**config.mk**
```make
export PLATFORM = sky130hd
export DESIGN_NAME = soc_ctrl_flat
export DESIGN_NICKNAME = d
export VERILOG_FILES = /design/src/obi_pkg.sv /design/src/mcu_pkg.sv /design/src/obi_if.sv /design/src/soc_ctrl.sv /design/src/flat_wrapper.sv
export SDC_FILE = /design/constraint.sdc
export NUM_CORES = 1
export LEC_CHECK = 0
export BUFFER_PORTS_ARGS = -buffer_cell sky130_fd_sc_hd__buf_4
export CAP_MARGIN = 10
export CELL_PAD_IN_SITES_DETAIL_PLACEMENT = 1
export CELL_PAD_IN_SITES_GLOBAL_PLACEMENT = 1
export CORE_ASPECT_RATIO = 0.5
export CORE_MARGIN = 2
export CORE_UTILIZATION = 40
export CTS_BUF_LIST = sky130_fd_sc_hd__clkbuf_4 sky130_fd_sc_hd__clkbuf_8
export CTS_CLUSTER_SIZE = 24
export DETAILED_ROUTE_END_ITERATION = 12
export GPL_TIMING_DRIVEN = 0
export PLACE_DENSITY = 0.88
export SLEW_MARGIN = 20
export SYNTH_ARGS = -nofsm -noshare
export SYNTH_HDL_FRONTEND = slang
export SYNTH_SLANG_ARGS = --single-unit
export TNS_END_PERCENT = 100
```
**constraint.sdc**
```tcl
create_clock -name clk_i -period 1 [get_ports clk_i]
set_input_delay 0.2 -clock clk_i [delete_from_list [all_inputs] [get_ports clk_i]]
set_output_delay 0.2 -clock clk_i [all_outputs]
set_load 0.05 [all_outputs]
```
**src/obi_pkg.sv**
```systemverilog
// ------------------------------
// obi bus package
// widths and field types of the request/response bus
// ------------------------------
package obi_pkg;

  localparam int unsigned ADDR_WIDTH = 32;
  localparam int unsigned DATA_WIDTH = 32;
  localparam int unsigned BE_WIDTH   = DATA_WIDTH / 8;

  typedef logic [ADDR_WIDTH-1:0] addr_t;
  typedef logic [DATA_WIDTH-1:0] data_t;
  typedef logic [BE_WIDTH-1:0]   be_t;

endpackage

```
**src/mcu_pkg.sv**
```systemverilog
// ------------------------------
// microcontroller package
// memory map, register offsets and sizing defaults
// ------------------------------
package mcu_pkg;

  // sizing defaults, overridable from the top level
  localparam int unsigned NUM_BANKS  = 2;
  localparam int unsigned BANK_WORDS = 1024;
  localparam int unsigned GPIO_WIDTH = 32;

  // memory map
  localparam obi_pkg::addr_t RAM_START      = 32'h0000_0000;
  localparam obi_pkg::addr_t SOC_CTRL_START = 32'h2000_0000;
  localparam obi_pkg::addr_t GPIO_START     = 32'h3000_0000;
  localparam obi_pkg::addr_t PERIPH_SIZE    = 32'h0000_0100;

  // low address bits that select a register inside a peripheral window
  localparam int unsigned OFFSET_WIDTH = $clog2(PERIPH_SIZE);

  // control block
  localparam logic [OFFSET_WIDTH-1:0] EXIT_VALID_OFFSET = 8'h00;
  localparam logic [OFFSET_WIDTH-1:0] EXIT_VALUE_OFFSET = 8'h04;
  localparam logic [OFFSET_WIDTH-1:0] SCRATCH_OFFSET    = 8'h08;

  // gpio
  localparam logic [OFFSET_WIDTH-1:0] GPIO_OUT_OFFSET         = 8'h00;
  localparam logic [OFFSET_WIDTH-1:0] GPIO_OE_OFFSET          = 8'h04;
  localparam logic [OFFSET_WIDTH-1:0] GPIO_IN_OFFSET          = 8'h08;
  localparam logic [OFFSET_WIDTH-1:0] GPIO_INTR_EN_OFFSET     = 8'h0C;
  localparam logic [OFFSET_WIDTH-1:0] GPIO_INTR_STATUS_OFFSET = 8'h10;

endpackage

```
**src/obi_if.sv**
```systemverilog
`timescale 1ns/1ns
// ------------------------------
// obi bus interface
// request/grant/rvalid bus between bus and targets
// ------------------------------
interface obi_if;

  // request side
  logic           req;
  logic           gnt;
  obi_pkg::addr_t addr;
  logic           we;
  obi_pkg::be_t   be;
  obi_pkg::data_t wdata;

  // response side
  logic           rvalid;
  obi_pkg::data_t rdata;

  modport manager (
    output req, addr, we, be, wdata,
    input  gnt, rvalid, rdata
  );

  modport subordinate (
    input  req, addr, we, be, wdata,
    output gnt, rvalid, rdata
  );

endinterface

```
**src/soc_ctrl.sv**
```systemverilog
`timescale 1ns/1ns
// ------------------------------
// soc control
// always-on exit and scratch registers
// ------------------------------
module soc_ctrl (
  input  logic           clk_i,
  input  logic           rst_n_i,
  obi_if.subordinate     bus,
  output logic           exit_valid_o,
  output obi_pkg::data_t exit_value_o
);

  logic [mcu_pkg::OFFSET_WIDTH-1:0] offset;
  logic                             wr;
  logic                             exit_valid_q;
  obi_pkg::data_t                   exit_value_q;
  obi_pkg::data_t                   scratch_q;
  obi_pkg::data_t                   rdata_d;
  obi_pkg::data_t                   rdata_q;
  logic                             rvalid_q;

  assign offset  = bus.addr[mcu_pkg::OFFSET_WIDTH-1:0];
  // any byte enable writes the whole word
  assign wr      = bus.req && bus.we && (bus.be != '0);
  assign bus.gnt = bus.req;

  always_comb begin
    case (offset)
      mcu_pkg::EXIT_VALID_OFFSET: rdata_d = obi_pkg::data_t'(exit_valid_q);
      mcu_pkg::EXIT_VALUE_OFFSET: rdata_d = exit_value_q;
      mcu_pkg::SCRATCH_OFFSET:    rdata_d = scratch_q;
      default:                    rdata_d = '0;
    endcase
  end

  always_ff @(posedge clk_i or negedge rst_n_i) begin
    if (!rst_n_i) begin
      exit_valid_q <= 1'b0;
      exit_value_q <= '0;
      rvalid_q     <= 1'b0;
      rdata_q      <= '0;
    end else begin
      if (wr && offset == mcu_pkg::EXIT_VALID_OFFSET) begin
        exit_valid_q <= bus.wdata[0];
      end
      if (wr && offset == mcu_pkg::EXIT_VALUE_OFFSET) begin
        exit_value_q <= bus.wdata;
      end
      rvalid_q <= bus.req;
      rdata_q  <= (bus.req && !bus.we) ? rdata_d : '0;
    end
  end

  always_ff @(posedge clk_i) begin
    if (wr && offset == mcu_pkg::SCRATCH_OFFSET) begin
      scratch_q <= bus.wdata;
    end
  end

  assign bus.rvalid   = rvalid_q;
  assign bus.rdata    = rdata_q;
  assign exit_valid_o = exit_valid_q;
  assign exit_value_o = exit_value_q;

endmodule

```
**src/flat_wrapper.sv**
```systemverilog
// flat-port wrapper written by rule: the top's interface ports become plain ports
module soc_ctrl_flat 
  (clk_i, rst_n_i, exit_valid_o, exit_value_o, bus_req, bus_addr, bus_we, bus_be, bus_wdata, bus_gnt, bus_rvalid, bus_rdata);
  obi_if bus_i ();
  input  logic clk_i;
  input  logic rst_n_i;
  output logic exit_valid_o;
  output obi_pkg::data_t exit_value_o;
  input wire logic [$bits(bus_i.req)-1:0] bus_req;
  input wire logic [$bits(bus_i.addr)-1:0] bus_addr;
  input wire logic [$bits(bus_i.we)-1:0] bus_we;
  input wire logic [$bits(bus_i.be)-1:0] bus_be;
  input wire logic [$bits(bus_i.wdata)-1:0] bus_wdata;
  output wire logic [$bits(bus_i.gnt)-1:0] bus_gnt;
  output wire logic [$bits(bus_i.rvalid)-1:0] bus_rvalid;
  output wire logic [$bits(bus_i.rdata)-1:0] bus_rdata;
  assign bus_i.req = bus_req;
  assign bus_i.addr = bus_addr;
  assign bus_i.we = bus_we;
  assign bus_i.be = bus_be;
  assign bus_i.wdata = bus_wdata;
  assign bus_gnt = bus_i.gnt;
  assign bus_rvalid = bus_i.rvalid;
  assign bus_rdata = bus_i.rdata;
  soc_ctrl u_core (.clk_i(clk_i), .rst_n_i(rst_n_i), .bus(bus_i), .exit_valid_o(exit_valid_o), .exit_value_o(exit_value_o));
endmodule
```
Word-level counts from Yosys, hierarchy flattened
Index checks and enable logic that the tools add are counted. W data, S select, Z words.

Reduce and logical (&&, ||, !) cells: 9. Mux-type cells: 2. Equal/unequal tests: 2.

Operators by type and width (count): $pmux W32 S3 (1); $mux W32 (1); $eq A8 B3 Y1 const B (1); $eq A8 B4 Y1 const B (1); $logic_not A8 Y1 (1); $logic_and A1 B1 Y1 (6); $reduce_bool A4 Y1 (1); $logic_not A1 Y1 (1).

Word-level logic and storage cells: 18. Register bits after elaboration: 98. Input bits: 72.

Depth between registers and ports, before layout
Gate-level depths: netlist of the first run.

Word-level depth: 3. Gate-level depth with buffers: 5.

Worst setup path before layout of the first run
No wires, ideal clock.

Path type: input to register. Start: input bus_addr[3]. End: register u_core.scratch_q[0] (enable). Arrival: 3114 ps. Setup slack: -2575 ps. Stages on the path: 5. Cells stage by stage: nor2b_1 clkbuf_1 clkbuf_1 nand4b_1 nor3_1.

Word-level cells in the longest chain between the ends: 2.

Ends and longest elaborated chain: start: declaration (line flat_wrapper.sv:10) `input wire logic [$bits(bus_i.addr)-1:0] bus_addr;`; $eq A8 B4 Y1 (line soc_ctrl.sv:56) `if (wr && offset == mcu_pkg::SCRATCH_OFFSET) begin`; $logic_and A1 B1 Y1 (line soc_ctrl.sv:56); end signal: assignment (line soc_ctrl.sv:57) `scratch_q <= bus.wdata;`; end: declaration (line soc_ctrl.sv:18) `obi_pkg::data_t scratch_q;`.

Every way passes these cells. A chain may end at the register's enable or synchronous reset.

Worst setup path in the final report of the first run
Start: input bus_addr[6]. End: register u_core.rdata_q[12], in the netlist u_core.bus.rdata[12].

Word-level cells in the longest chain between the ends: 3. Elaborated cells on any way between the ends: 5. Those cells by class: 2 x eq/ne; 2 x mux; 1 x reduce/logical.

Ends and longest elaborated chain: $eq A8 B4 Y1, or another cell as far along (line soc_ctrl.sv:29) `case (offset)`; $pmux W32 S3 (*) (line soc_ctrl.sv:29); $mux W32 (*) (line soc_ctrl.sv:51) `rdata_q <= (bus.req && !bus.we) ? rdata_d : '0;`; end signal: assignment (line soc_ctrl.sv:51); end: declaration (line soc_ctrl.sv:20) `obi_pkg::data_t rdata_q;`.

Mark *: on every way between the ends. The rest lies on a longest branch, timed or not.

==> impl_results.md, run 1 <==
- Top cell type's share of synthesized area: between 40 and 50%
- TritonCTS clock tree: built
- Die X: around 140 um
- Die Y: just over 70 um
- Vias in the first global route: approximately 3,200
- Post-route cell area: ~0.006 sq mm
- Synthesized area per cell: between 15 and 20 sq um
- Row count: 24
- Crit path time final: 1.53 ns
- Sw Share: about a quarter
- Total die area: approximately 0.01 sq mm
- DRC Markers: 0
- Arrival time worst endpoint: about 1.9 ns
- Initial antenna violation count: 0
- Yosys warns: 0
- WS Path Type: in -> reg
- IO Count: 139
- Crit start category: input pin
- Xor/xnor cell area share of the yosys netlist: 0%
- Layout cell share with drive strength beyond 1: a little over 60%
- Adder-cell share of the synthesized area: 0%
- Syn-to-layout area delta: 63.3%
- Post-route ant nets: 0
- Worst Max-Slew Pin Slew: between 0.8 and 0.9 ns
- Setup-failing EPs final: 163
- Synth top area cells: dfrtp_1 (46%), edfxtp_1 (27%), mux2_2 (7.2%)
- Hold WS: -0.0752 ns
- Root Driver: clkbuf_8
- Setup slack after layout: -0.534 ns
- H-tree depth reported by CTS: 3
- Hold Violations, Final: 73
- GRT overflow: 0
- # diodes: 0
- Number of flops mapped to enable cells by yosys: 32
- Dpl cell area: around 0.0048 sq mm
- Total wire length: around 15,000 um
- Number of buffers created by CTS: 9
- Mux contribution to synthesized area: 11.6%
- Clk pwr share: between 30 and 40%
- Area fraction in and, or, nand and nor cells after synthesis: 6.48%
- Via density: between 5 and 6
- Nets@finish: 476
- CP Data Required Time: approximately 1.3 ns
- Failing checks: negative hold slack, negative setup slack
- 1st-pass router iterations: 4
- Vias: 2,804
- Setup tns final: -53.96 ns
- Count leader, synth: dfrtp_1
- Synth area leader: dfrtp_1
- CP endpoint kind: register
- Worst-path clk slew: ~0.12 ns
- Compound-Gate Fraction of Synth Area: roughly 6.6%
- Final period util: 153%
- Worst R2R Setup Slack: -0.16 ns
- Hold WC Path Type: in -> async
- Largest net degree at the start of global routing: 67
- Clock latency on the worst-skew pair: approximately 0.39 ns
- Power Density: between 1000 and 1500 mW/mm^2
- Top post-synthesis cells by count: dfrtp_1 (66), edfxtp_1 (32), a22oi_1 (31), nor2_1 (31), mux2_2 (23)
- Number of max-cap violations: 0
- Outcome: finished, violations left
- Seq pwr share: a little over half
- Main flop type after synthesis: dfrtp_1
- Fmax: between 600 and 700 MHz
- Lkg Pwr: 2.64 nW
- Post-synth net total: 296
- Rel. slew slack: 40.4%
- DR WL/cell: between 20 and 30 um
- RSZ-0062 raised after global routing: yes
- First-pass GRT wire length: around 19,000 um
- Initial DRC Count: 192
- Net switching power: approximately 0.0021 W
- Synthesized area: about 0.0036 sq mm
- Synth async-reset ratio: 67.3%
- Int Power: 0.00572 W
- IO buf count: 114
- Max Slew Vio Count: 0
- Synth cell types: 22
- Post-Syn Instances: roughly 220
- Final Power: 0.00780 W
- Clock buffer depth: 2
- Main combinational cell family by area after synthesis: multiplexers
- Power share of the combinational group: between 10% and 20%
- Sink Count: roughly 100
- Fill count: slightly below 800
- GPL Wtd Cong: just under 0.8
- Core area: 0.00874 sq mm
- Gr usage total: 26.5%
- Crit-path max FO: 10
- Peak supply drop: between 0.8 and 0.9 mV
- Seq cells post-synth: between 90 and 100
- Detailed Place HPWL: about 6800 um
- Setup Skew: between 0.015 and 0.02 ns
- Register area share after synthesis: 72.4%
- Initial Util: roughly two fifths
[power groups by stage]
stage / logic [W] / registers (W) / clock network [W]
after floorplan: 0.000156 / 0.00442 / 0
after global placement: 0.000593 / 0.00429 / 0
after detailed placement: 0.000623 / 0.00430 / 0
after CTS: 0.000724 / 0.00421 / 0.00266
after global routing: 0.000838 / 0.00422 / 0.00293
final: 0.000806 / 0.00422 / 0.00277
[flip-flops by register name, indices dropped and copies added, names as in the netlist]
| signal | count |
|---|---|
| u_core.bus.rdata | 32 |
| u_core.exit_value_o | 32 |
| u_core.scratch_q | 32 |
| u_core.bus.rvalid | 1 |
| u_core.exit_valid_o | 1 |
[critical path: stages]
cell	delay, ns
buf_6	0.09
or4_4	0.58
or4b_4	0.64
buf_8	0.20
nor2_1	0.12
[logic make-up (layout without fill, tap and decap cells)]
logic type      after synthesis  in the layout
simple gates                 45             45
buf+inv                      15            200
flops                        98             98
compound gates               32             32
mux                          34             34
[what timing repair did]
| action | CTS | global route |
|---|---|---|
| pin swaps | 4 | 4 |
| setup buffers | 40 | 12 |
| endpoints found under the hold margin | 68 | 9 |
| hold buffers | 2 | 2 |
| setup endpoints to repair | 163 | 163 |
| resized for setup | 88 | 42 |
| cloned | 2 | 1 |
[per-layer routing]
metal  vias up  GRT usage [%]  share of wire [%]
met5         -              0                  0
met3        32           4.33                3.9
li1       1178              -                  -
met1      1497           32.7                 41
met2        97           47.6                 53
met4         0           10.8                2.9
[path summary, 6_finish.rpt]
check | from | endpoint | depth (start not counted)
setup / recovery | bus_addr[6] | u_core.bus.rdata[12] | 5
hold / removal | rst_n_i | u_core.bus.rdata[31] | 1
setup reg to reg | u_core.exit_value_o[31] | u_core.bus.rdata[31] | 3
hold reg to reg | u_core.scratch_q[14] | u_core.bus.rdata[14] | 2
max in group asynchronous | rst_n_i | u_core.bus.rdata[9] | 1
min in group clk_i | bus_wdata[6] | u_core.scratch_q[6] | 1
[placed cells by master (no fill, tap or decap)]
cell type      count
a21oi_4            1
a22oi_1           31
buf_12             7
buf_4             88
buf_6             72
buf_8              6
bufinv_16          1
clkbuf_1           4
clkbuf_16          1
clkbuf_2           1
clkbuf_4           1
clkbuf_8           9
clkinv_1           1
clkinv_4           1
clkinvlp_4         2
dfrtp_1           66
dlygate4sd3_1      4
edfxtp_1          32
inv_6              1
inv_8              1
mux2_4            33
mux2i_1            1
nand2_1            1
nand4b_1           2
nor2_1            14
nor2_2             5
nor2_4            12
nor2b_1            2
nor3_4             1
nor4_4             3
or2_2              2
or4_4              1
or4b_4             1
or4bb_4            1
[final cells by class]
cell class | count | area (sq um) | share of cell area [%]
flip-flops and latches | 98 | 2610 | 44.3
repair buffers | 170 | 1640 | 27.8
multi-input cells | 111 | 1140 | 19.3
plain buffers | 14 | 155 | 2.63
well taps | 117 | 146 | 2.48
clock buffers | 9 | 124 | 2.10
clock inverters | 7 | 77.6 | 1.32
[stage by stage]
| stage | utilization, % | setup WS [ns] | hold WS [ns] | std cells |
|---|---|---|---|---|
| final | 67.5 | -0.534 | -0.0752 | 526 |
| after global routing | 67.5 | -0.540 | -0.0291 | 526 |
| after CTS | 65.3 | -0.541 | -0.0303 | 517 |
| after detailed placement | 54.5 | -1.19 | 0.361 | 457 |
| after global placement | 54.2 | -1.66 | 0.346 | 455 |
| after floorplan | - | -1.02 | -0.0956 | 224 |
(Power assumes the default switching activity.)
==> run 2: changes to the inputs <==
REMOVE_ABC_BUFFERS = 1   (was default)
==> run 2 against run 1 <==
Setup slack lost 0.063 ns. Core utilization increased by 3.7 points. Clock-buffer cell count up 2. Fmax shrank 3.9%. Global-route usage rose by 5.3 points. Highest routed layer unchanged. The run still ends with negative hold slack, negative setup slack left. Clock skew up 0.0034 ns.
==> impl_results.md, run 2 (synthesized netlist as in run 1, its figures left out) <==
- Pre-CTS setup slack: -1.45 ns
- CP endpoint kind: register
- Vias: between 3,000 and 4,000
- Hold WC Path Type: in -> async
- Commonest non-fill, non-tap cells in the layout: buf_4 (100), buf_6 (72), dfrtp_1 (66)
- Fill count: 760
- # diodes: 0
- Sw Share: a little over a quarter
- Dpl cells: 447
- End of the worst register-to-register path: u_core.bus.rdata[18]
- Lkg Pwr: roughly 2.8 nW
- Worst-path clk slew: 0.13 ns
- Post-route ant nets: 0
- Initial Util: about two fifths
- Power share of the combinational group: 11.6%
- Row count: 24
- Worst Max-Slew Pin Slew: 0.893 ns
- WS Path Type: in -> reg
- Crit path time final: 1.60 ns
- Crit path launch: bus_addr[6]
- Number of buffers created by CTS: 9
- Setup Skew: 0.0219 ns
- Number of max-cap violations: 0
- Failing checks: negative hold slack, negative setup slack
- Worst R2R Setup Slack: -0.22 ns
- Detailed Place HPWL: between 6000 and 7000 um
- Clk pwr share: a little under two fifths
- Arrival time worst endpoint: about 1.9 ns
- Max Slew Vio Count: 0
- First-pass GRT wire length: roughly 22,000 um
- GRT overflow: 0
- Power Density: around 1300 mW/mm^2
- 1st-pass router iterations: 5
- Core area: approximately 0.009 sq mm
- Setup tns final: -60.86 ns
- Final Instance Count excl. Fillers: ~560
- Hold WS: -0.0936 ns
- Setup-failing EPs final: 163
- Peak supply drop: roughly 1.5 mV
- Clock latency on the worst-skew pair: about 0.4 ns
- Hold Violations, Final: 66
- Die X: 138 um
- DR WL/cell: 32.2 um
- Commonest non-fill, non-tap cell in the layout: buf_4
- Initial DRC Count: 299
- R2R cell count: 4
- DRC Markers: 0
- GPL Wtd Cong: 0.770
- IO Count: 139
- Die Y: just over 70 um
- Int Power: 0.00612 W
- Seq pwr share: between 50% and 60%
- Crit start category: input pin
- Fmax: about 630 MHz
- CP Data Required Time: approximately 1.3 ns
- Root Driver: clkbuf_8
- Total wire length: 18,000 um
- Gr usage total: a little under a third
- Via density: ~5.8
- IO buf count: 114
- Setup slack after layout: -0.597 ns
- Vias in the first global route: 3,341
- Sink Count: 98
- Final period util: 160%
- TritonCTS clock tree: built
- Largest net degree at the start of global routing: between 60 and 70
- Layout cell share with drive strength beyond 1: around three fifths
- H-tree depth reported by CTS: 3
- Clock buffer depth: 2
- Syn-to-layout area delta: 72.3%
- Reg2reg start: u_core.exit_value_o[18]
- Nets@finish: ~510
- Rel. slew slack: about two fifths
- RSZ-0062 raised after global routing: yes
- Crit-path max FO: 9
- Outcome: finished, violations left
- Initial antenna violation count: 0
- Total die area: between 0.009 and 0.01 sq mm
- Net switching power: around 0.0022 W
run 2: final cells by class:
cell class	count	area, sq um	area share [%]
Timing Repair Buffer	215	2100	33.7
Clock inverter	5	77.6	1.25
Tap cell	117	146	2.35
Sequential cell	98	2610	42.0
Clock buffer	11	145	2.33
Multi-Input combinational cell	113	1140	18.3
run 2: per-stage QoR:
step           utilization, %  hold WS [ns]  cell area, sq um  total power (W)
2_1_floorplan               -       -0.0956              3500          0.00453
4_1_cts                  66.9       -0.0634              5840          0.00796
6_report                 71.2       -0.0936              6220          0.00830
3_5_place_dp             52.8         0.365              4610          0.00490
3_3_place_gp             51.6         0.338              4510          0.00485
5_1_grt                  71.2       -0.0310              6220          0.00844
run 2: worst max-delay path by stage:
stage	endpoint	slack, ns	cells past startpoint
after floorplan	u_core.scratch_q[0]	-3.21	3
after global placement	u_core.scratch_q[6]	-5.27	4
after detailed placement	u_core.exit_value_o[22]	-1.45	6
after CTS	u_core.exit_value_o[11]	-0.49	6
after global routing	u_core.exit_value_o[15]	-0.58	6
final	u_core.exit_value_o[15]	-0.60	6
run 2: metal layers:
layer	vias to the layer above	share of wire, %	track usage (%)
met2	212	51	53.8
li1	1245	-	-
met4	0	3.3	13.8
met5	-	0	0
met3	45	6.0	6.84
met1	1754	40	40.4
run 2: timing repair:
item	in CTS	in global routing
pin swaps	19	3
hold buffers	29	2
cloned	3	1
hold endpoints to repair	95	45
resized for setup	109	31
endpoints found under the setup margin	163	163
setup buffers	37	24
run 2: power groups by stage:
stage	Clock, W	Combinational (W)	Sequential [W]
final	0.00312	0.000960	0.00422
after global routing	0.00323	0.000987	0.00422
after CTS	0.00293	0.000817	0.00421
after detailed placement	0	0.000606	0.00430
after global placement	0	0.000556	0.00429
after floorplan	0	0.000114	0.00442
run 2: worst max-delay path, cell delays in order:
cell    delay, ns
buf_6        0.09
or4_4        0.62
nor4_4       0.23
buf_6        0.18
buf_8        0.15
mux2_2       0.37
==> run 3: changes to the inputs <==
PLACE_DENSITY = default   (was 0.88)
PLACE_DENSITY_LB_ADDON = 0.1   (was default)
==> run 3 against run 2 <==
The flow still finishes with violations (negative hold slack, negative setup slack). Setup slack better by 0.058 ns. Global-route usage down 8.2 points. Sequential cell count stayed put. Critical path depth fell by 1. Via count shrank 18%. Sequential power is essentially flat. Critical path type unchanged.
==> impl_results.md, run 3 (synthesized netlist as in run 1, its figures left out) <==
- Initial DRC Count: approximately 110
- Crit-path leading delay family: simple AND/OR/NAND/NOR gates
- Total wire length: 11,500 um
- Setup slack after layout: -0.539 ns
- Worst Max-Slew Pin Slew: ~0.86 ns
- Hold WC Path Type: in -> async
- Largest net degree at the start of global routing: 67
- Number of max-cap violations: 0
- Hold WS: -0.0715 ns
- Row count: 24
- Power Density: about 1300 mW/mm^2
- Lkg Pwr: ~2.7 nW
- RSZ-0062 raised after global routing: yes
- IO Count: ~140
- Crit-path cells: buf_6, or4_4, buf_12, or4b_4, nor2_1
- Hold Violations, Final: 66
- Initial antenna violation count: 0
- Worst-path clk slew: around 0.1 ns
- Number of buffers created by CTS: 9
- Initial Util: between 40% and 50%
- Die Y: 71.2 um
- TritonCTS clock tree: built
- CP endpoint kind: register
- # diodes: 0
- IO buf count: approximately 110
- Reg2reg start: u_core.exit_value_o[29]
- Dpl cells: 450
- Layout cell share with drive strength beyond 1: roughly 60%
- Clock buffer depth: 2
- Vias in the first global route: a little over 3,000
- Syn-to-layout area delta: 64.1%
- Final period util: 154%
- Peak supply drop: approximately 0.74 mV
- Total die area: just under 0.01 sq mm
- Crit path launch: bus_addr[6]
- Fmax: roughly 650 MHz
- Die X: around 140 um
- Sink Count: about 100
- Gr usage total: a little under a quarter
- Rel. slew slack: between 40% and 50%
- Via density: about 5.0
- CP Buf/Inv Count: 2
- H-tree depth reported by CTS: 3
- Arrival time worst endpoint: between 1.5 and 2 ns
- DRC Markers: 0
- Nets@finish: slightly below 500
- Detailed Place HPWL: about 6000 um
- Failing checks: negative hold slack, negative setup slack
- Outcome: finished, violations left
- Fill count: between 700 and 800
- Core area: approximately 0.0087 sq mm
- Worst path slowest cell: or4b_4
- WS Path Type: in -> reg
- Commonest non-fill, non-tap cells in the layout: buf_4 (95), buf_6 (77), dfrtp_1 (66)
- Max Slew Vio Count: 0
- GPL Wtd Cong: 0.727
- Clock latency on the worst-skew pair: around 0.37 ns
- Final Power: 0.00789 W
- CP Data Required Time: 1.29 ns
- DR WL/cell: between 20 and 25 um
- Setup-failing EPs final: 163
- Commonest non-fill, non-tap cell in the layout: buf_4
- 1st-pass router iterations: 4
- First-pass GRT wire length: between 15,000 and 20,000 um
- Vias: about 2,700
- Post-route ant nets: 0
- Crit path time final: ~1.5 ns
- Final Util: between 60 and 70%
- Worst path max stage delay: between 0.6 and 0.7 ns
- Crit-path max FO: 8
- Setup Skew: about 0.0077 ns
- GRT overflow: 0
- Final Instance Count excl. Fillers: between 500 and 600
- Crit start category: input pin
- Root Driver: clkbuf_8
[run 3: final timing paths]
kind,end,slack (ns),cells after the start
setup / recovery,u_core.bus.rdata[19],-0.54,5
hold / removal,u_core.bus.rdata[29],-0.07,1
setup reg to reg,u_core.bus.rdata[29],-0.10,4
hold reg to reg,u_core.bus.rdata[16],0.53,2
max in group asynchronous,u_core.exit_value_o[1],0.50,1
min in group clk_i,u_core.scratch_q[2],0.02,1
[run 3: worst register-to-register path, cell delays in order, from the launching register on]
cell and delay [ns]:
dfrtp_1 0.42, buf_4 0.14, buf_4 0.12, a22oi_1 0.19
nor2_1 0.10
[run 3: metrics by stage]
| step | setup WS [ns] | cell area, sq um | setup TNS (ns) |
|---|---|---|---|
| 2_1_floorplan | -3.21 | 3500 | -182.54 |
| 3_3_place_gp | -6.10 | 4510 | -340.72 |
| 3_5_place_dp | -1.30 | 4670 | -109.85 |
| 4_1_cts | -0.475 | 5690 | -49.83 |
| 5_1_grt | -0.525 | 5920 | -56.52 |
| 6_report | -0.539 | 5920 | -52.93 |
[run 3: report_power, final]
part	leakage, nW	internal [W]	switching [W]	total [W]
Sequential	1.20	0.00418	0.0000314	0.00421
Clock	0.112	0.00148	0.00139	0.00287
Combinational	1.39	0.000388	0.000424	0.000812
Total	2.71	0.00605	0.00185	0.00789
[run 3: layout make-up]
type / count / area [sq um] / area share [%]
multi-input cells: 113 / 1080 / 18.2
clock inverters: 6 / 90.1 / 1.52
repair buffers: 191 / 1860 / 31.4
clock buffers: 10 / 138 / 2.32
flip-flops and latches: 98 / 2610 / 44.1
well taps: 117 / 146 / 2.47
[run 3: per-layer routing]
metal | vias to the layer above | GRT usage [%] | share of wire [%]
met5 | - | 0 | 0
met4 | 0 | 5.10 | 0.97
met3 | 12 | 7.04 | 6.4
met2 | 86 | 42.0 | 52
met1 | 1386 | 29.1 | 41
li1 | 1198 | - | -
[run 3: what timing repair did]
item | 4_1_cts | 5_1_grt
endpoints found under the hold margin | 69 | 14
pin swaps | 15 | 6
setup endpoints to repair | 163 | 163
cloned | 2 | 0
hold buffers | 3 | 7
gates resized for setup | 107 | 16
buffers inserted | 43 | 15
